==> config.mk <==
export PLATFORM = sky130hd
export DESIGN_NAME = md_unit
export DESIGN_NICKNAME = d
export VERILOG_FILES = /design/src/source/rv32i_types.sv /design/src/source/md_result_if.sv /design/src/source/md_issue_if.sv /design/src/source/md_unit.sv /design/src/source/md_writeback_arb.sv /design/src/source/fu_mul.sv /design/src/source/fu_div_rem.sv /design/src/source/seq_divider.sv
export SDC_FILE = /design/constraint.sdc
export NUM_CORES = 2
export LEC_CHECK = 0
export BUFFER_PORTS_ARGS = -buffer_cell sky130_fd_sc_hd__buf_2
export CAP_MARGIN = 20
export CORE_MARGIN = 5
export CORE_UTILIZATION = 45
export CTS_BUF_LIST = sky130_fd_sc_hd__clkbuf_8
export CTS_CLUSTER_SIZE = 14
export DETAILED_ROUTE_END_ITERATION = 7
export RECOVER_POWER = 50
export SKIP_CTS_REPAIR_TIMING = 1
export SLEW_MARGIN = 10
export SYNTH_ARGS = -nofsm -noshare
export SYNTH_HDL_FRONTEND = slang
export SYNTH_HIERARCHICAL = 1
export SYNTH_SLANG_ARGS = --single-unit
==> constraint.sdc <==
create_clock -name clk -period 11.4 [get_ports clk]
set_clock_uncertainty 0.15 [all_clocks]
set_input_delay 0 -clock clk [delete_from_list [all_inputs] [get_ports clk]]
set_output_delay 0 -clock clk [all_outputs]
set_load 0.05 [all_outputs]
==> src/source/rv32i_types.sv <==
package rv32i_types;

    // M-extension funct3 encodings
    typedef enum logic [2:0] {
        mult_div_f3_mul    = 3'b000,
        mult_div_f3_mulh   = 3'b001,
        mult_div_f3_mulhsu = 3'b010,
        mult_div_f3_mulhu  = 3'b011,
        mult_div_f3_div    = 3'b100,
        mult_div_f3_divu   = 3'b101,
        mult_div_f3_rem    = 3'b110,
        mult_div_f3_remu   = 3'b111
    } mult_div_f3_t;

    localparam int PHYS_REG_BITS = 6;

    // Start of a divide to its result valid
    localparam int DIV_LATENCY = 35;

    // Start of a multiply to its result valid without a stall
    localparam int MUL_LATENCY = 3;

    typedef logic [PHYS_REG_BITS-1:0] phys_reg_t;  // Destination tag

    typedef logic [31:0] word_t;

    typedef logic [32:0] ext_word_t;  // Sign or zero extended operand

endpackage : rv32i_types
==> src/source/md_result_if.sv <==
`timescale 1ns/1ns

interface md_result_if;
    import rv32i_types::*;

    logic      valid;
    word_t     rd_v;
    phys_reg_t tag;
    logic      hold;  // Result must stay put while high

    modport fu (
        output valid, rd_v, tag,
        input  hold
    );

    modport arb (
        input  valid, rd_v, tag,
        output hold
    );

endinterface : md_result_if

==> src/source/md_issue_if.sv <==
`timescale 1ns/1ns

interface md_issue_if;
    import rv32i_types::*;

    logic         start;  // One cycle strobe
    word_t        rs1_v;
    word_t        rs2_v;
    mult_div_f3_t funct3;
    phys_reg_t    tag;

    modport src (
        output start, rs1_v, rs2_v, funct3, tag
    );

    modport fu (
        input start, rs1_v, rs2_v, funct3, tag
    );

endinterface : md_issue_if

==> src/source/md_unit.sv <==
`timescale 1ns/1ns

module md_unit (
    input  logic                      clk,
    input  logic                      rst,
    input  logic                      issue,
    input  rv32i_types::mult_div_f3_t issue_funct3,
    input  rv32i_types::word_t        issue_rs1,
    input  rv32i_types::word_t        issue_rs2,
    input  rv32i_types::phys_reg_t    issue_tag,
    input  logic                      wb_hold,
    output logic                      mul_ready,
    output logic                      div_ready,
    output logic                      wb_valid,
    output rv32i_types::word_t        wb_rd_v,
    output rv32i_types::phys_reg_t    wb_tag
);

    md_issue_if  div_iss ();
    md_issue_if  mul_iss ();
    md_result_if div_res ();
    md_result_if mul_res ();

    logic div_op;
    logic div_busy;
    logic mul_stalled;

    assign div_op = issue_funct3[2];  // Upper half of funct3 is divide or remainder

    // Issue to a unit that is not ready is dropped
    assign div_iss.start  = issue & div_op & div_ready;
    assign div_iss.rs1_v  = issue_rs1;
    assign div_iss.rs2_v  = issue_rs2;
    assign div_iss.funct3 = issue_funct3;
    assign div_iss.tag    = issue_tag;

    assign mul_iss.start  = issue & ~div_op & mul_ready;
    assign mul_iss.rs1_v  = issue_rs1;
    assign mul_iss.rs2_v  = issue_rs2;
    assign mul_iss.funct3 = issue_funct3;
    assign mul_iss.tag    = issue_tag;

    assign div_ready = ~div_busy;
    assign mul_ready = ~mul_stalled;

    fu_div_rem u_div (
        .clk  (clk),
        .rst  (rst),
        .iss  (div_iss.fu),
        .res  (div_res.fu),
        .busy (div_busy)
    );

    fu_mul u_mul (
        .clk     (clk),
        .rst     (rst),
        .iss     (mul_iss.fu),
        .res     (mul_res.fu),
        .stalled (mul_stalled)
    );

    md_writeback_arb u_arb (
        .div_res  (div_res.arb),
        .mul_res  (mul_res.arb),
        .wb_hold  (wb_hold),
        .wb_valid (wb_valid),
        .wb_rd_v  (wb_rd_v),
        .wb_tag   (wb_tag)
    );

endmodule : md_unit

==> src/source/md_writeback_arb.sv <==
`timescale 1ns/1ns

module md_writeback_arb (
    md_result_if.arb               div_res,
    md_result_if.arb               mul_res,
    input  logic                   wb_hold,
    output logic                   wb_valid,
    output rv32i_types::word_t     wb_rd_v,
    output rv32i_types::phys_reg_t wb_tag
);

    logic div_sel;

    // Divider wins since its pending result keeps it from taking new work
    assign div_sel = div_res.valid;

    assign wb_valid = div_res.valid | mul_res.valid;
    assign wb_rd_v  = div_sel ? div_res.rd_v : mul_res.rd_v;
    assign wb_tag   = div_sel ? div_res.tag : mul_res.tag;

    // Bus back-pressure goes to the winner
    assign div_res.hold = wb_hold;

    // Multiplier waits while it loses or the bus holds
    assign mul_res.hold = div_sel | wb_hold;

endmodule : md_writeback_arb

==> src/source/fu_mul.sv <==
`timescale 1ns/1ns

module fu_mul (
    input  logic    clk,
    input  logic    rst,
    md_issue_if.fu  iss,
    md_result_if.fu res,
    output logic    stalled
);
    import rv32i_types::*;

    ext_word_t    a_ext;
    ext_word_t    b_ext;

    logic         s1_valid;
    ext_word_t    s1_a;
    ext_word_t    s1_b;
    phys_reg_t    s1_tag;
    mult_div_f3_t s1_funct3;

    logic         s2_valid;
    logic [65:0]  s2_prod;
    phys_reg_t    s2_tag;
    mult_div_f3_t s2_funct3;

    logic         s3_valid;
    word_t        s3_rd;
    phys_reg_t    s3_tag;

    // Whole pipe freezes while the output is held
    assign stalled = s3_valid & res.hold;

    always_comb begin
        a_ext = {iss.rs1_v[31], iss.rs1_v};
        b_ext = {iss.rs2_v[31], iss.rs2_v};
        case (iss.funct3)
            mult_div_f3_mulhsu: begin
                b_ext = {1'b0, iss.rs2_v};  // Signed by unsigned
            end
            mult_div_f3_mulhu: begin
                a_ext = {1'b0, iss.rs1_v};
                b_ext = {1'b0, iss.rs2_v};
            end
            default: begin
            end
        endcase
    end

    always_ff @(posedge clk) begin
        if (rst) begin
            s1_valid <= 1'b0;
            s2_valid <= 1'b0;
            s3_valid <= 1'b0;
        end else if (!stalled) begin
            s1_valid <= iss.start;
            s2_valid <= s1_valid;
            s3_valid <= s2_valid;
        end
    end

    always_ff @(posedge clk) begin
        if (!stalled) begin
            s1_a      <= a_ext;
            s1_b      <= b_ext;
            s1_tag    <= iss.tag;
            s1_funct3 <= iss.funct3;
            s2_prod   <= $signed(s1_a) * $signed(s1_b);  // 66 bit signed product
            s2_tag    <= s1_tag;
            s2_funct3 <= s1_funct3;
            s3_rd     <= (s2_funct3 == mult_div_f3_mul) ? s2_prod[31:0] : s2_prod[63:32];
            s3_tag    <= s2_tag;
        end
    end

    assign res.valid = s3_valid;
    assign res.rd_v  = s3_rd;
    assign res.tag   = s3_tag;

endmodule : fu_mul

==> src/source/fu_div_rem.sv <==
`timescale 1ns/1ns

module fu_div_rem (
    input  logic    clk,
    input  logic    rst,
    md_issue_if.fu  iss,
    md_result_if.fu res,
    output logic    busy
);
    import rv32i_types::*;

    ext_word_t    a_ext;
    ext_word_t    b_ext;
    ext_word_t    quotient;
    ext_word_t    remainder;
    logic         complete;
    logic         divide_by_0;
    logic         pending;  // Divide running, result not captured yet
    mult_div_f3_t funct3_reg;
    phys_reg_t    tag_reg;
    word_t        dividend_reg;
    word_t        result;
    logic         out_valid;
    word_t        out_rd;

    always_comb begin
        a_ext = {1'b0, iss.rs1_v};
        b_ext = {1'b0, iss.rs2_v};
        case (iss.funct3)
            mult_div_f3_div, mult_div_f3_rem: begin
                a_ext = {iss.rs1_v[31], iss.rs1_v};
                b_ext = {iss.rs2_v[31], iss.rs2_v};
            end
            default: begin
            end
        endcase
    end

    seq_divider u_divider (
        .clk         (clk),
        .rst         (rst),
        .start       (iss.start),
        .a           (a_ext),
        .b           (b_ext),
        .complete    (complete),
        .divide_by_0 (divide_by_0),
        .quotient    (quotient),
        .remainder   (remainder)
    );

    // Zero divisor gives an all ones quotient and the dividend as remainder
    always_comb begin
        if (funct3_reg == mult_div_f3_rem || funct3_reg == mult_div_f3_remu) begin
            result = divide_by_0 ? dividend_reg : remainder[31:0];
        end else begin
            result = divide_by_0 ? '1 : quotient[31:0];
        end
    end

    always_ff @(posedge clk) begin
        if (rst) begin
            pending   <= 1'b0;
            out_valid <= 1'b0;
        end else begin
            if (iss.start) begin
                pending <= 1'b1;
            end else if (pending && complete) begin
                pending <= 1'b0;
            end
            if (pending && complete) begin
                out_valid <= 1'b1;
            end else if (!res.hold) begin
                out_valid <= 1'b0;  // Taken by the arbiter
            end
        end
    end

    always_ff @(posedge clk) begin
        if (iss.start) begin
            funct3_reg   <= iss.funct3;
            tag_reg      <= iss.tag;
            dividend_reg <= iss.rs1_v;
        end
        if (pending && complete) begin
            out_rd <= result;
        end
    end

    assign res.valid = out_valid;
    assign res.rd_v  = out_rd;
    assign res.tag   = tag_reg;  // Stable until the next start
    assign busy      = pending | out_valid;

endmodule : fu_div_rem

==> src/source/seq_divider.sv <==
`timescale 1ns/1ns

module seq_divider (
    input  logic                   clk,
    input  logic                   rst,
    input  logic                   start,
    input  rv32i_types::ext_word_t a,
    input  rv32i_types::ext_word_t b,
    output logic                   complete,
    output logic                   divide_by_0,
    output rv32i_types::ext_word_t quotient,
    output rv32i_types::ext_word_t remainder
);
    import rv32i_types::*;

    typedef enum logic [1:0] {
        idle,
        busy,
        done
    } div_state_t;

    div_state_t  state;
    logic [5:0]  step;
    logic        neg_q;
    logic        neg_r;
    ext_word_t   divisor;  // Magnitude of b
    ext_word_t   partial;  // Partial remainder
    ext_word_t   shift_q;  // Dividend bits shift out as quotient bits shift in
    logic [33:0] trial;

    // Next dividend bit appended, then divisor taken off
    assign trial = {partial, shift_q[32]} - {1'b0, divisor};

    always_ff @(posedge clk) begin
        if (rst) begin
            state       <= idle;
            step        <= '0;
            divide_by_0 <= 1'b0;
        end else if (start) begin
            state       <= busy;
            step        <= '0;
            divide_by_0 <= (b == '0);
        end else if (state == busy) begin
            step <= step + 6'd1;
            if (step == 6'd32) begin  // 33 steps, one per quotient bit
                state <= done;
            end
        end
    end

    always_ff @(posedge clk) begin
        if (start) begin
            neg_q   <= a[32] ^ b[32];
            neg_r   <= a[32];  // Remainder follows the dividend
            partial <= '0;
            shift_q <= a[32] ? -a : a;
            divisor <= b[32] ? -b : b;
        end else if (state == busy) begin
            if (!trial[33]) begin
                partial <= trial[32:0];
                shift_q <= {shift_q[31:0], 1'b1};
            end else begin
                // Restore by keeping the shifted remainder
                partial <= {partial[31:0], shift_q[32]};
                shift_q <= {shift_q[31:0], 1'b0};
            end
        end
    end

    assign complete  = (state == done);
    assign quotient  = neg_q ? -shift_q : shift_q;
    assign remainder = neg_r ? -partial : partial;

endmodule : seq_divider

==> results.cfg <==
[outcome]
status = complete, but fails checks
failed_checks = design-rule violations, max-capacitance violations, max-slew violations

[critical_path]
path_cells = buf_4, nand2_1, inv_1, fa_1, fa_1, fa_1, inv_1, fa_1, fa_1, fa_1, fa_1, fa_1, inv_1, ha_1, a21o_1, a21o_1, a21oi_1, nand3b_1, o21ai_2, o211ai_1, a31oi_1, o21ai_1, xnor2_1
critical_path_class = reg2reg
cp_slowest_cell = fa_1
end_kind = register
crit_path_max_fanout = 32
critPathMaxStageDelay_ps = 1000
cp.arrival_ps = 8980
startpoint_type = register
cpMostUsedCell = fa_1
cp.required_ps = 11610

[global_route]
track_usage_pct = 23.8
grt_pass1_vias = 41200
antenna_found_initial = 8
grt_pass1_wl_um = 244000
overflow = 0
grt_max_degree = 84

[timing]
hold_viol_final = 0
worstMarginPinSlew_ps = 4320
slew_viol_final = 394
max_clock_freq_ghz = 0.114
relSlewSlack_pct = -188
rsz0062_at_grt = false
min_period_ps = 8770
fin_crit_sh_pct = 77.0
final.setup.tns_ps = 0
finalSetupViolCount = 0

[flow_run]
maxCapViolCount = 8

[route]
remaining_drc_errors = 2
drt.antenna.violating_nets = 0
viasPerCell = 5.32
vias = 39400
drtIter0Drc = 2896
wl_um = 156000
first_pass_iters = 7
wl_per_cell_um = 21.0

[layout]
nets = 7168
fillers = 11800
final_common_cell = inv_1
area_growth_pct = 7.00
most-common-layout-cells = inv_1, fa_1, nand2_1, and2_1, edfxtp_1
drive_gt1_share_pct = 4.65
regMostFlops = u_mul/s2_prod
largest_reg_flops = 64

[yosys]
syn_nets = 7107
syn_inst = 5652
avgSynthCellArea_um2 = 10.1
netlist_area_um2 = 56800
yosysWarnings = 6

[clocking]
cts.sinks = 373
cts_tree = built
clk_pin_slew_ps = 70
cts_buffer_depth = 3
cts_root_buf = clkbuf_8
numCtsBuffers = 56
cts_max_level = 2
insertion_delay_ps = 650

[die]
die_w_um = 365
die_h_um = 365
start_util_pct = 45.2
row_count = 130
die_area_um2 = 133000
core-area_um2 = 126000
ios = 118

[placed_design]
portBuffers = 117
dp_hpwl_um = 122000
gp_congestion = 0.864

[hold_path]
hold_class = in2reg
final timing paths:
path              slack, ps            start                end  cells after the start
setup reg to reg       2630   u_mul/s1_a[32]  u_mul/s2_prod[63]                     23
hold reg to reg         270  u_mul/s1_tag[1]    u_mul/s2_tag[1]                      0
hold / removal          100              rst     u_mul/s2_valid                      3
setup / recovery       2630   u_mul/s1_a[32]  u_mul/s2_prod[63]                     23
layout make-up:
type                            count  area, µm²  share of cell area [%]
Clock buffer                       65        895                    1.47
Antenna cell                        2       5.00                 0.00823
Multi-Input combinational cell   3839      40500                    66.7
Tap cell                         1650       2060                    3.40
Sequential cell                   373      10700                    17.6
Clock inverter                     40        198                   0.325
Inverter                         1146       4300                    7.08
Timing Repair Buffer              297       2050                    3.38
worst max-delay path: cells and delay by family (launching register included):
family                   cells  cell delay, ps
AO/OA/AOI/OAI                7            1480
buffers and inverters        4             750
flip-flops                   1             320
adder cells (fa/ha/maj)      9            5380
XOR/XNOR                     1             150
AND/OR/NAND/NOR              2             270
layer usage:
metal  track usage, %  vias to the layer above  share of wire [%]
met5                0                        -                  0
met4             5.01                        0                2.7
met3             2.26                      204                5.3
met2             41.4                     1151                 50
met1             32.5                    20600                 42
li1                 -                    17500                  -
per-stage QoR:
stage	util, %	setup slack (ps)	cell area [µm²]	hold WS, ps	cells
6_report	48.4	2630	60800	95.2	7412
5_1_grt	48.4	2220	60800	72.3	7411
4_1_cts	47.8	2670	60000	-641	7314
3_5_place_dp	46.9	2700	58900	45.5	7209
3_3_place_gp	46.9	2720	58900	40.6	7209
2_1_floorplan	-	3340	56800	-80.9	5652
Power is not shown: default switching activity piles up to over one toggle a cycle in this logic, so the estimate is an artifact.
